File: config.mk
export PLATFORM = sky130hd
export DESIGN_NAME = decode_flat
export DESIGN_NICKNAME = d
export VERILOG_FILES = /design/src/logic/proc_pkg.sv /design/src/logic/proc_if.sv /design/src/logic/decode.sv /design/src/flat_wrapper.sv
export VERILOG_INCLUDE_DIRS = /design/src /design/src/logic
export SDC_FILE = /design/constraint.sdc
export NUM_CORES = 1
export LEC_CHECK = 0
export BUFFER_PORTS_ARGS = -buffer_cell sky130_fd_sc_hd__buf_2
export CAP_MARGIN = 20
export CORE_ASPECT_RATIO = 1.25
export CORE_UTILIZATION = 36
export DETAILED_ROUTE_END_ITERATION = 10
export GPL_ROUTABILITY_DRIVEN = 0
export PLACE_DENSITY_LB_ADDON = 0.25
export SYNTH_ARGS = -nofsm -noshare
export SYNTH_HDL_FRONTEND = slang
export SYNTH_SLANG_ARGS = --single-unit
File: constraint.sdc
create_clock -name clk -period 1.3 [get_ports clk]
set_input_delay 0.195 -clock clk [delete_from_list [all_inputs] [get_ports clk]]
set_output_delay 0.195 -clock clk [all_outputs]
set_load 0.01 [all_outputs]
File: src/logic/proc_cfg.svh
// Core configuration for the 16-bit pipelined processor
// Data width, register count and data memory size

`ifndef PROC_CFG_SVH
`define PROC_CFG_SVH

// Data and instruction word width
`define PROC_XLEN 16
// Architectural registers
`define PROC_NREGS 8
// Data memory word-address bits, addresses wrap at this width
`define PROC_DMEM_AW 8

`endif

File: src/logic/proc_pkg.sv
// Shared types for the pipelined core
// Opcodes, instruction formats, ALU and control encodings

`include "proc_cfg.svh"

package proc_pkg;

   typedef logic [$clog2(`PROC_NREGS)-1:0] regIdxT;

   typedef enum logic [4:0] {
      OP_HALT = 5'b00000,
      OP_NOP  = 5'b00001,
      OP_ADDI = 5'b01000,
      OP_BEQZ = 5'b01100,
      OP_BNEZ = 5'b01101,
      OP_ST   = 5'b10000,
      OP_LD   = 5'b10001,
      OP_LBI  = 5'b11000,
      OP_ALU  = 5'b11011
   } opcodeE;

   // Function field of the register format, SUB is rs minus rt
   typedef enum logic [1:0] {FN_ADD, FN_SUB, FN_XOR, FN_AND} funcE;

   typedef enum logic [2:0] {ALU_ADD, ALU_SUB, ALU_AND, ALU_XOR, ALU_PASSB} aluOpE;
   typedef enum logic {WB_ALU, WB_MEM} wbSelE;
   typedef enum logic [1:0] {BR_NONE, BR_EQZ, BR_NEZ} brTypeE;

   typedef struct packed {
      opcodeE opcode;
      regIdxT rs;
      regIdxT rt;
      regIdxT rd;
      funcE   func;
   } rFmtS;

   // ST takes its store data from rd
   typedef struct packed {
      opcodeE     opcode;
      regIdxT     rs;
      regIdxT     rd;
      logic [4:0] imm;
   } iFmtS;

   typedef struct packed {
      opcodeE     opcode;
      regIdxT     rs;
      logic [7:0] imm;
   } bFmtS;

   typedef union packed {
      rFmtS r;
      iFmtS i;
      bFmtS b;
   } instrU;

   typedef struct packed {
      aluOpE  aluOp;
      logic   immSel;
      logic   memRd;
      logic   memWr;
      brTypeE brType;
      logic   regWr;
      regIdxT rd;
      wbSelE  wbSel;
      logic   halt;
      logic   illegal;
      logic   valid;
   } ctrlS;

endpackage

File: src/logic/proc_if.sv
// Stage-to-stage bundles of the pipelined core
// Decode to execute, execute to memory, and the writeback path

`include "proc_cfg.svh"

interface decExIf;
   proc_pkg::ctrlS        ctrl;
   logic [`PROC_XLEN-1:0] opA;
   logic [`PROC_XLEN-1:0] opB;
   logic [`PROC_XLEN-1:0] stData;
   logic [`PROC_XLEN-1:0] imm;
   proc_pkg::regIdxT      srcA;
   proc_pkg::regIdxT      srcB;
   proc_pkg::regIdxT      srcS;
   logic [`PROC_XLEN-1:0] nextPc;

   modport producer (output ctrl, opA, opB, stData, imm, srcA, srcB, srcS, nextPc);
   modport consumer (input ctrl, opA, opB, stData, imm, srcA, srcB, srcS, nextPc);
endinterface


// Instruction leaving the pipeline, read by decode and execute
interface wbIf;
   logic                  valid;
   logic                  regWr;
   proc_pkg::regIdxT      rd;
   logic [`PROC_XLEN-1:0] data;

   modport producer (output valid, regWr, rd, data);
   modport consumer (input valid, regWr, rd, data);
endinterface

File: src/logic/decode.sv
// Decode stage
// Control decode, register file with writeback bypass, load-use stall
// and the decode/execute pipeline register

`include "proc_cfg.svh"

module decode (
   input  logic                  clk,
   input  logic                  rstN,
   input  proc_pkg::instrU       instrD,
   input  logic [`PROC_XLEN-1:0] nextPcD,
   input  logic                  validD,
   input  logic                  redirect,
   wbIf.consumer                 wb,
   decExIf.producer              de,
   input  logic                  exMemLoad,
   output logic                  stall
);

   logic [`PROC_XLEN-1:0] regs [`PROC_NREGS];
   proc_pkg::ctrlS        ctrl;
   proc_pkg::regIdxT      srcA;
   proc_pkg::regIdxT      srcB;
   proc_pkg::regIdxT      srcS;
   logic [`PROC_XLEN-1:0] immI;
   logic [`PROC_XLEN-1:0] immB;
   logic [`PROC_XLEN-1:0] imm;
   logic [`PROC_XLEN-1:0] regA;
   logic [`PROC_XLEN-1:0] regB;
   logic [`PROC_XLEN-1:0] regS;
   logic                  usesA;
   logic                  usesB;
   logic                  usesS;
   logic                  wbWrite;
   logic                  loadHit;

   // Same word seen through the three formats
   assign srcA = instrD.r.rs;
   assign srcB = instrD.r.rt;
   assign srcS = instrD.i.rd;
   assign immI = {{(`PROC_XLEN-5){instrD.i.imm[4]}}, instrD.i.imm};
   assign immB = {{(`PROC_XLEN-8){instrD.b.imm[7]}}, instrD.b.imm};

   always_comb begin
      ctrl       = '0;
      ctrl.valid = validD;
      imm        = immI;
      usesA      = 1'b0;
      usesB      = 1'b0;
      usesS      = 1'b0;
      case (instrD.r.opcode)
         proc_pkg::OP_ALU: begin
            case (instrD.r.func)
               proc_pkg::FN_ADD: ctrl.aluOp = proc_pkg::ALU_ADD;
               proc_pkg::FN_SUB: ctrl.aluOp = proc_pkg::ALU_SUB;
               proc_pkg::FN_XOR: ctrl.aluOp = proc_pkg::ALU_XOR;
               default:          ctrl.aluOp = proc_pkg::ALU_AND;
            endcase
            ctrl.regWr = 1'b1;
            ctrl.rd    = instrD.r.rd;
            usesA      = 1'b1;
            usesB      = 1'b1;
         end
         proc_pkg::OP_ADDI, proc_pkg::OP_LD: begin
            ctrl.immSel = 1'b1;
            ctrl.regWr  = 1'b1;
            ctrl.rd     = instrD.i.rd;
            ctrl.memRd  = (instrD.r.opcode == proc_pkg::OP_LD);
            ctrl.wbSel  = ctrl.memRd ? proc_pkg::WB_MEM : proc_pkg::WB_ALU;
            usesA       = 1'b1;
         end
         proc_pkg::OP_ST: begin
            ctrl.immSel = 1'b1;
            ctrl.memWr  = 1'b1;
            usesA       = 1'b1;
            usesS       = 1'b1;
         end
         proc_pkg::OP_LBI: begin
            ctrl.aluOp  = proc_pkg::ALU_PASSB;
            ctrl.immSel = 1'b1;
            ctrl.regWr  = 1'b1;
            ctrl.rd     = instrD.b.rs;
            imm         = immB;
         end
         proc_pkg::OP_BEQZ, proc_pkg::OP_BNEZ: begin
            ctrl.brType = (instrD.r.opcode == proc_pkg::OP_BEQZ) ?
                          proc_pkg::BR_EQZ : proc_pkg::BR_NEZ;
            imm         = immB;
            usesA       = 1'b1;
         end
         proc_pkg::OP_NOP: ;
         proc_pkg::OP_HALT: ctrl.halt = 1'b1;
         default: ctrl.illegal = 1'b1;
      endcase
   end

   // Register reads see the write retiring this cycle
   assign wbWrite = wb.valid && wb.regWr;
   assign regA    = (wbWrite && wb.rd == srcA) ? wb.data : regs[srcA];
   assign regB    = (wbWrite && wb.rd == srcB) ? wb.data : regs[srcB];
   assign regS    = (wbWrite && wb.rd == srcS) ? wb.data : regs[srcS];

   always_ff @(posedge clk or negedge rstN) begin
      if (!rstN) begin
         for (int k = 0; k < `PROC_NREGS; k++) begin
            regs[k] <= '0;
         end
      end else if (wbWrite) begin
         regs[wb.rd] <= wb.data;
      end
   end

   // Load in execute feeding this instruction
   assign loadHit = (usesA && de.ctrl.rd == srcA) || (usesB && de.ctrl.rd == srcB) ||
                    (usesS && de.ctrl.rd == srcS);
   assign stall   = validD && exMemLoad && loadHit;

   always_ff @(posedge clk or negedge rstN) begin
      if (!rstN) begin
         de.ctrl <= '0;
      end else if (stall || redirect) begin
         de.ctrl <= '0;
      end else begin
         de.ctrl <= ctrl;
      end
   end

   always_ff @(posedge clk) begin
      de.opA    <= regA;
      de.opB    <= regB;
      de.stData <= regS;
      de.imm    <= imm;
      de.srcA   <= srcA;
      de.srcB   <= srcB;
      de.srcS   <= srcS;
      de.nextPc <= nextPcD;
   end

endmodule

File: src/flat_wrapper.sv
// flat-port wrapper written by rule: the top's interface ports become plain ports
module decode_flat 
  (clk, rstN, instrD, nextPcD, validD, redirect, exMemLoad, stall, wb_valid, wb_regWr, wb_rd, wb_data, de_ctrl, de_opA, de_opB, de_stData, de_imm, de_srcA, de_srcB, de_srcS, de_nextPc);
  wbIf wb_i ();
  decExIf de_i ();
  input  logic clk;
  input  logic rstN;
  input  proc_pkg::instrU instrD;
  input  logic [`PROC_XLEN-1:0] nextPcD;
  input  logic validD;
  input  logic redirect;
  input  logic exMemLoad;
  output logic stall;
  input wire logic [$bits(wb_i.valid)-1:0] wb_valid;
  input wire logic [$bits(wb_i.regWr)-1:0] wb_regWr;
  input wire logic [$bits(wb_i.rd)-1:0] wb_rd;
  input wire logic [$bits(wb_i.data)-1:0] wb_data;
  output wire logic [$bits(de_i.ctrl)-1:0] de_ctrl;
  output wire logic [$bits(de_i.opA)-1:0] de_opA;
  output wire logic [$bits(de_i.opB)-1:0] de_opB;
  output wire logic [$bits(de_i.stData)-1:0] de_stData;
  output wire logic [$bits(de_i.imm)-1:0] de_imm;
  output wire logic [$bits(de_i.srcA)-1:0] de_srcA;
  output wire logic [$bits(de_i.srcB)-1:0] de_srcB;
  output wire logic [$bits(de_i.srcS)-1:0] de_srcS;
  output wire logic [$bits(de_i.nextPc)-1:0] de_nextPc;
  assign wb_i.valid = wb_valid;
  assign wb_i.regWr = wb_regWr;
  assign wb_i.rd = wb_rd;
  assign wb_i.data = wb_data;
  assign de_ctrl = de_i.ctrl;
  assign de_opA = de_i.opA;
  assign de_opB = de_i.opB;
  assign de_stData = de_i.stData;
  assign de_imm = de_i.imm;
  assign de_srcA = de_i.srcA;
  assign de_srcB = de_i.srcB;
  assign de_srcS = de_i.srcS;
  assign de_nextPc = de_i.nextPc;
  decode u_core (.clk(clk), .rstN(rstN), .instrD(instrD), .nextPcD(nextPcD), .validD(validD), .redirect(redirect), .wb(wb_i), .de(de_i), .exMemLoad(exMemLoad), .stall(stall));
endmodule
======== Word level (Yosys, flattened, before mapping) ========
Index checks and enable logic that the tools add are counted.
storage, ports and cells
  register bits ........................... 214
  input bits .............................. 58
cells by class
  $lt $le $gt $ge ......................... 4
  equality and inequality tests ........... 14
  muxes and demuxes ....................... 27
  bitwise gates (word level) .............. 3
  reductions and logical operators ........ 20
operators with widths
  cell                  number
  $mux W16              9
  $bwmux W128           1
  $bmux W16 S3          2
  $demux W16 S3         1
  $eq A5 B5 Y1 const B  4
  $eq A5 B4 Y1 const B  3
  $eq A3 B3 Y1          4
  $ge A4 B4 Y1 const B  3
  $not A3 Y4            3
  $pmux W4 S3           1
  $logic_and A1 B1 Y1   9
  $mux W1               9
  $reduce_or A9 Y1      1
  $pmux W2 S3           1
  $pmux W3 S2           1
  $reduce_or A6 Y1      1
  $eq A5 B1 Y1 const B  1
  $logic_not A5 Y1      1
  $lt A4 B1 Y1 const B  1
  $mux W2               2
  $reduce_or A2 Y1      2
  $reduce_or A4 Y1      1
  $logic_or A1 B1 Y1    3
  $reduce_or A3 Y1      1
  other kinds (3)       3

======== Longest topological paths before layout ========
Gate-level depths: netlist of the first run.
  depth after elaboration ................. 9
  depth in mapped cells ................... 6
  gate-level depth less buffers ........... 4

======== Least setup slack after synthesis of the first run ========
No wires, ideal clock.
  path kind ............................... in2reg
  from .................................... input port wb_rd[0]
  to ...................................... register u_core.regs[117] (netlist bit)
  library setup time ...................... 0.125 ns
  data arrival time ....................... 1.418 ns
  data required time ...................... 1.175 ns
  path slack .............................. -0.243 ns
  cell stages on the path ................. 5
  buffers on the path ..................... 3
  cell sequence ........................... buf_6 -> or4_1 -> buf_4 -> buf_6 -> mux2_4
on the way
  word-level cells in the longest chain between the ends .. 6
RTL lines
  item                                                                       RTL line            RTL
  start, declared                                                            flat_wrapper.sv:16  input wire logic [$bits(wb_i.rd)-1:0] wb_rd;
  $not A3 Y4 (implied by the code) *                                         decode.sv:109       regs[wb.rd] <= wb.data;
  $ge A4 B4 Y1 (implied by the code) / $lt A4 B1 Y1 (equally long branches)  decode.sv:109
  $logic_and A1 B1 Y1 (implied by the code)                                  decode.sv:109
  $mux W16 (implied by the code)                                             decode.sv:109
  $demux W16 S3 *                                                            decode.sv:109
  $bwmux W128 *                                                              decode.sv:109
  end signal, assigned by index                                              decode.sv:109
  end, declared                                                              decode.sv:20        logic [`PROC_XLEN-1:0] regs [`PROC_NREGS];
Every way passes the cells marked *; elsewhere a longest branch is shown, timed or not.
A chain may end at the register's enable or synchronous reset.

======== Worst setup path in the final report of the first run ========
  from .................................... register, netlist name u_core.de.ctrl[4]
  to ...................................... output port stall
on the way
  word-level cells in the longest chain between the ends .. 5
RTL lines
  item                             RTL line                      RTL
  $eq A3 B3 Y1 (on tied branches)  decode.sv:114, decode.sv:115
  $logic_and A1 B1 Y1              decode.sv:114                 assign loadHit = (usesA && de.ctrl.rd == srcA) || (usesB && de.ctrl.rd == srcB) ||
  $logic_or A1 B1 Y1               decode.sv:114
  $logic_or A1 B1 Y1 *             decode.sv:114
  $logic_and A1 B1 Y1 *            decode.sv:116                 assign stall = validD && exMemLoad && loadHit;
  end, declared                    flat_wrapper.sv:13            output logic stall;
Marks and branches as above.

==> out/metrics.cfg, run 1 <==
[status]
status = finished with violations
violations = setup timing

[yosys]
yosysWarningCount = 0
netlist_area_mm2 = 0.00952
synth_cell_type_count = 46
ys_seq_elements = 205
synth_flop_cell = dfrtp_1
synth-edff-count = 0
ys_top_cells_by_area = dfrtp_1 38%, mux4_2 15%, mux2_2 13%, dfxtp_1 13%, mux2i_1 3.4%
yosysSeqAreaShare_pct = 50.7
netlist.area_leader.share_pct = 37.6
ys_async_sr_fraction_pct = 69.8
synthCells = 668
syn-num-nets = 728
syn_area_per_cell_um2 = 14.2
yosys.area.top_type = dfrtp_1

[clock_tree]
cts-root-buf = clkbuf_16
cts_tree = done
htree_levels = 1
clock-sinks = 205
cts.clk_slew.worst_paths_ps = 60
cts_buffer_depth = 3
insertion_delay_ps = 520
cts_buffers = 23

[worst_setup_path]
worst_path_max_delay_cell = dfrtp_2
crit_type = reg2out
reg2regPathDepth = 7
cpPeakStageDelay_ps = 440
crit_fanout = 3
reg2reg_slack_ps = -240
r2r-end = u_core.de.ctrl[0]$_DFF_PN0_
cp-endpoint = stall
path_cells = xnor2_1 -> nand3_1 -> a21oi_2 -> o21ba_4 -> buf_6
cp-start-kind = flip-flop
r2r-start = u_core.de.ctrl[5]$_DFF_PN0_
cp_data_arrival_time_ps = 1650
crit_buf_inv = 1
path_depth = 5
critical_path.top_delay_family = flip-flops
crit_start = u_core.de.ctrl[4]$_DFF_PN0_
cp.required_ps = 1110
end_kind = primary output

[timing]
layout_min_cycle_time_ps = 1840
slew_viol_final = 0
setup_viol = 16
fmax_ghz = 0.543
rsz0062_at_grt = yes
max_slew.worst_pin.slew_ps = 417
hold_viol = 0
final.setup.worst_slack_ps = -542
clock_skew_ps = 17.8
min_period_over_period_pct = 142
maxSlewHeadroom_pct = 72.2
fin_worst_hold_slack_ps = 15.2

[pwr]
pwr-share-comb_pct = 21.7
vdd_ir_drop_max_mv = 0.940
p_leak_nw = 5.48
power.switching_w = 0.00500
clockPowerShare_pct = 33.0
p_int_w = 0.0137
swShare_pct = 26.7
seq_power_share_pct = 45.4
p_per_area_mw_per_mm2 = 1500

[route]
routed-via-count = 6277
drc = 0
drt_iter0_markers = 193
wl_per_cell_um = 18.9
antenna_left = 0
via_per_inst = 5.03
drtPass1Iterations = 4
wl_um = 23600

[global_routing]
grt_antenna_before_repair = 0
grt-ovfl-total = 0
grt_usage_pct = 17.9
grt_pass1_vias = 6579
grt_first_pass_wirelength_um = 37200
grt_start_max_net_pins = 41

[die]
die_height_um = 184
rows = 66
coreArea_mm2 = 0.0260
start_util_pct = 36.6
dieArea_mm2 = 0.0271
boundaryPins = 164
fp.dieW_um = 147

[place]
dp_slack_ps = -345
port_buffers = 163
post-dp-hpwl_um = 15900

[final_layout]
seqCellArea_mm2 = 0.00482
fin_nets = 951
syn_to_final_growth_pct = 30.7
fillers = 2325
multi_input_area_mm2 = 0.00429
drive_above_1_share_pct = 55.0
antenna_cells = 0

[run]
drv_cap = 0

[hold_path]
worstHoldPathType = in2reg
holdCritStartpoint = wb_data[14]

tightest hold or removal path, cell delays in order:
cell     delay, ps
buf_2          160
nand2_1         70
o21ai_1         60
metrics by stage:
step	total power (W)	std cells	area, um^2	util [%]	setup TNS (ps)
after floorplan	0.0113	668	9680	-	-12480
after global placement	0.0125	1165	11200	43.1	-38850
after detailed placement	0.0126	1165	11200	43.1	-39100
after CTS	0.0190	1245	12300	47.4	-2790
after global routing	0.0197	1247	12400	47.8	-4230
final	0.0187	1247	12400	47.8	-3150
cell usage after synthesis, types with 2 or more instances:
library cell / n
nand2b_1: 5
a211oi_1: 3
buf_2: 20
nor3_2: 3
mux2_2: 111
o21ai_1: 5
clkbuf_2: 9
nor3_1: 6
and3_1: 2
inv_1: 4
a222oi_1: 3
nand3_1: 2
nor2_1: 7
nor4_1: 4
dfrtp_1: 143
buf_1: 3
nor4b_1: 5
clkbuf_1: 8
mux2i_1: 32
mux4_2: 64
o21ai_0: 29
buf_4: 42
nor4_2: 2
mux2_4: 10
buf_6: 3
o22ai_1: 2
xor2_1: 7
nand2_1: 40
xnor2_1: 6
ha_1: 2
mux2_1: 10
dfxtp_1: 62
layer usage:
layer  track usage [%]  share of wire (%)  up-vias
li1                  -                  -     2871
met1              21.5                 41     3212
met2              32.7                 53      149
met3              2.51                3.5       45
met4              6.06                2.6        0
met5                 0                  0        -
cell families after synthesis:
logic type,count (synthesis),synth area share [%]
adder cells (fa/ha/maj),2,0.263
multiplexers,227,34.4
buffers and inverters,89,5.79
AND/OR/NAND/NOR,84,4.63
flip-flops,205,50.7
AO/OA/AOI/OAI,48,3.06
XOR/XNOR,13,1.20
registers in the layout (all words and copies together), names as in the netlist:
signal and flops:
u_core.de.srcA 3, u_core.de.imm 8, u_core.regs 128, u_core.de.opB 16
u_core.de.ctrl 15, u_core.de.srcB 3, u_core.de.nextPc 16, u_core.de.opA 16
power by group through the flow:
stage / Sequential (W) / Clock, W / Combinational [W]
floorplan: 0.00852 / 0 / 0.00276
global placement: 0.00858 / 0 / 0.00391
detailed placement: 0.00859 / 0 / 0.00399
CTS: 0.00849 / 0.00639 / 0.00408
global route: 0.00867 / 0.00662 / 0.00439
finish: 0.00849 / 0.00617 / 0.00405
layout by cell type, fill, tap and decap left out, types with 4 or more instances in the layout:
master         count
dfrtp_1          142
buf_4             51
clkinv_2           6
buf_6             11
inv_1              4
xor2_1             7
clkbuf_16         23
mux2_2           111
clkbuf_1           7
dlygate4sd3_1     36
nor3_2             6
mux2_4            10
nor4_2             4
buf_12            25
nand2b_1           4
xnor2_1            6
dfxtp_1           61
mux4_2            64
buf_2            159
nand2_1           39
o21ai_1           10
mux2i_1           31
nor2_1             4
o21ai_0           22
mux2_1            10
repair_timing:
item	in CTS	in global routing
buffers inserted	4	4
endpoints found under the setup margin	27	24
gates resized for setup	11	27
pin swaps	6	7
gates cloned	1	0
hold buffers	36	0
endpoints found under the hold margin	188	0
final cells by class:
cell class | count | area share (%)
timing repair buffer | 283 | 17.5
inverter | 4 | 0.121
clock buffer | 32 | 5.06
tap | 340 | 3.42
sequential | 205 | 38.8
multi-input combinational | 374 | 34.5
clock inverter | 9 | 0.614
worst min-delay path by stage:
| stage | to | cells after the start |
|---|---|---|
| 6_report | u_core.de.opA[14]$_DFF_P_ | 3 |
| 5_1_grt | u_core.de.ctrl[8]$_DFF_PN0_ | 3 |
| 4_1_cts | u_core.de.ctrl[10]$_DFF_PN0_ | 3 |
| 3_5_place_dp | u_core.de.ctrl[9]$_DFF_PN0_ | 1 |
| 3_3_place_gp | u_core.de.ctrl[9]$_DFF_PN0_ | 1 |
| 2_1_floorplan | u_core.de.ctrl[0]$_DFF_PN0_ | 0 |
(Power assumes the default switching activity.)
==> run 2: changes to the inputs <==
--- a/config.mk
+++ b/config.mk
@@ -6,6 +6,7 @@
 export SDC_FILE = /design/constraint.sdc
 export NUM_CORES = 1
 export LEC_CHECK = 0
+export ABC_AREA = 1
 export BUFFER_PORTS_ARGS = -buffer_cell sky130_fd_sc_hd__buf_2
 export CAP_MARGIN = 20
 export CORE_ASPECT_RATIO = 1.25
==> out/metrics.cfg, run 2 <==
[route]
drt_iter0_markers = 581
routed-via-count = 8685
drc = 0
via_per_inst = 5.08
drtPass1Iterations = 5
wl_um = 28100
wl_per_cell_um = 16.4
antenna_left = 0

[global_routing]
grt-ovfl-total = 0
grt_pass1_vias = 8383
grt_usage_pct = 21.2
grt_first_pass_wirelength_um = 44900
grt_antenna_before_repair = 0
grt_start_max_net_pins = 57

[yosys]
synth-edff-count = 0
syn-num-nets = 1209
synth_cell_type_count = 24
syn_area_per_cell_um2 = 8.14
netlist.area_leader.share_pct = 38.3
synth_flop_cell = dfrtp_1
yosysSeqAreaShare_pct = 51.5
synth.most_common_cell = o21ai_0
ys_seq_elements = 205
ys_top_cells_by_area = dfrtp_1 38%, o21ai_0 14%, dfxtp_1 13%, nand2_1 8.1%, o211ai_1 5.1%
synthCells = 1149
yosys.area.top_type = dfrtp_1
synth_top_cells_by_count = 257 x o21ai_0, 203 x nand2_1, 143 x dfrtp_1, 97 x inv_1, 87 x a21oi_1
ys_async_sr_fraction_pct = 69.8
yosysWarningCount = 0
netlist_area_mm2 = 0.00935

[hold_path]
worstHoldPathType = in2reg
holdCritStartpoint = instrD[12]

[timing]
fin_worst_hold_slack_ps = 13.0
max_slew.worst_pin.slew_ps = 404
hold_viol = 0
fmax_ghz = 0.554
slew_viol_final = 0
rsz0062_at_grt = yes
clock_skew_ps = 19.5
min_period_over_period_pct = 139
layout_min_cycle_time_ps = 1810
maxSlewHeadroom_pct = 73.0
final.setup.worst_slack_ps = -506
setup_viol = 19

[clock_tree]
cts-root-buf = clkbuf_16
htree_levels = 1
cts_buffer_depth = 3
cts.clk_slew.worst_paths_ps = 60
cts_tree = done
insertion_delay_ps = 510
cts_buffers = 23
clock-sinks = 205

[worst_setup_path]
r2r-start = u_core.de.ctrl[4]$_DFF_PN0_
cp-start-kind = flip-flop
end_kind = primary output
crit_type = reg2out
crit_fanout = 3
crit_start = u_core.de.ctrl[4]$_DFF_PN0_
cp.required_ps = 1110
cp_data_arrival_time_ps = 1610

[final_layout]
final_cell_mix = 257 x o21ai_0, 203 x nand2_1, 156 x buf_2, 143 x dfrtp_1, 96 x inv_1
syn_to_final_growth_pct = 30.4
largest_register_ffs = 128
final_common_cell = o21ai_0
top_register = u_core.regs
fin_nets = 1419
drive_above_1_share_pct = 22.7
antenna_cells = 0
seqCellArea_mm2 = 0.00482
post-route-util_pct = 48.1
fillers = 2482
multi_input_area_mm2 = 0.00364

[die]
coreArea_mm2 = 0.0254
boundaryPins = 164
start_util_pct = 36.8
fp.dieW_um = 146
rows = 65
dieArea_mm2 = 0.0266
die_height_um = 182

[pwr]
p_int_w = 0.0127
seq_power_share_pct = 45.3
vdd_ir_drop_max_mv = 0.965
pwr-share-comb_pct = 17.9
p_per_area_mw_per_mm2 = 1460
p_leak_nw = 5.84
clockPowerShare_pct = 36.7
power.switching_w = 0.00509
swShare_pct = 28.5

[run]
drv_cap = 0

[status]
violations = setup timing
status = finished with violations

[place]
port_buffers = 163
post-dp-hpwl_um = 19000

-- run 2: metrics by stage --
step / setup slack (ps) / instance area (um^2) / power [W] / TNS, ps / std cells
after floorplan: 5.27 / 9350 / 0.0100 / 0 / 1149
after global placement: -200 / 11100 / 0.0112 / -13330 / 1638
after detailed placement: -216 / 11100 / 0.0113 / -13980 / 1638
after CTS: -521 / 12200 / 0.0180 / -1630 / 1709
after global routing: -597 / 12200 / 0.0188 / -3320 / 1709
final: -506 / 12200 / 0.0178 / -1970 / 1709
-- run 2: cells by family (layout without fill, tap and decap cells) --
| kind of cell | count (synthesis) | count (layout) | share of synthesized area, % |
|---|---|---|---|
| buffers and inverters | 208 | 432 | 10.0 |
| XOR/XNOR | 7 | 7 | 0.656 |
| adder cells (fa/ha/maj) | 2 | 2 | 0.268 |
| AO/OA/AOI/OAI | 415 | 415 | 24.0 |
| AND/OR/NAND/NOR | 312 | 313 | 13.5 |
| flip-flops | 205 | 205 | 51.5 |
-- run 2: timing repair --
action / in CTS / in global routing
setup buffers: 3 / 1
pin swaps: 4 / 5
gates cloned: 1 / 0
hold buffers: 27 / 0
setup endpoints to repair: 28 / 19
resized for setup: 12 / 5
endpoints found under the hold margin: 176 / 0
-- run 2: path summary, 6_finish.rpt --
kind	endpoint	slack, ps	cells past startpoint
worst max-delay path	stall	-510	7
worst min-delay path	u_core.de.ctrl[2]$_DFF_PN0_	10	4
worst max register to register	u_core.de.ctrl[2]$_DFF_PN0_	-100	8
worst min register to register	u_core.regs[98]$_DFFE_PN0P_	480	2
max in group asynchronous	u_core.de.ctrl[14]$_DFF_PN0_	640	3
min in group asynchronous	u_core.regs[99]$_DFFE_PN0P_	130	2
-- run 2: metal layers --
layer  vias up  share of wire (%)  track usage, %
li1       4245                  -               -
met5         -                  0               0
met2       286                 47            35.8
met3        52                5.6            3.05
met4         0                3.1            7.63
met1      4102                 44            27.6
-- run 2: worst max-delay path: stages, from the launching register on --
cell	delay, ps
dfrtp_1	410
xor2_1	160
nor3_1	180
nand2_1	70
nand2_1	80
nand2_2	70
inv_2	50
buf_6	90
-- run 2: final cells by class --
class,count,area share (%)
flip-flops and latches,205,39.6
multi-input cells,737,29.8
well taps,335,3.44
clock buffers,30,5.10
clock inverters,10,1.07
repair buffers,292,17.9
inverters,100,3.08
-- run 2: power by group through the flow --
stage               Combinational, W  Clock (W)  Sequential (W)
floorplan                    0.00192          0         0.00808
global placement             0.00307          0         0.00814
detailed placement           0.00313          0         0.00816
CTS                          0.00322    0.00673         0.00806
global route                 0.00368    0.00699         0.00818
finish                       0.00320    0.00655         0.00807
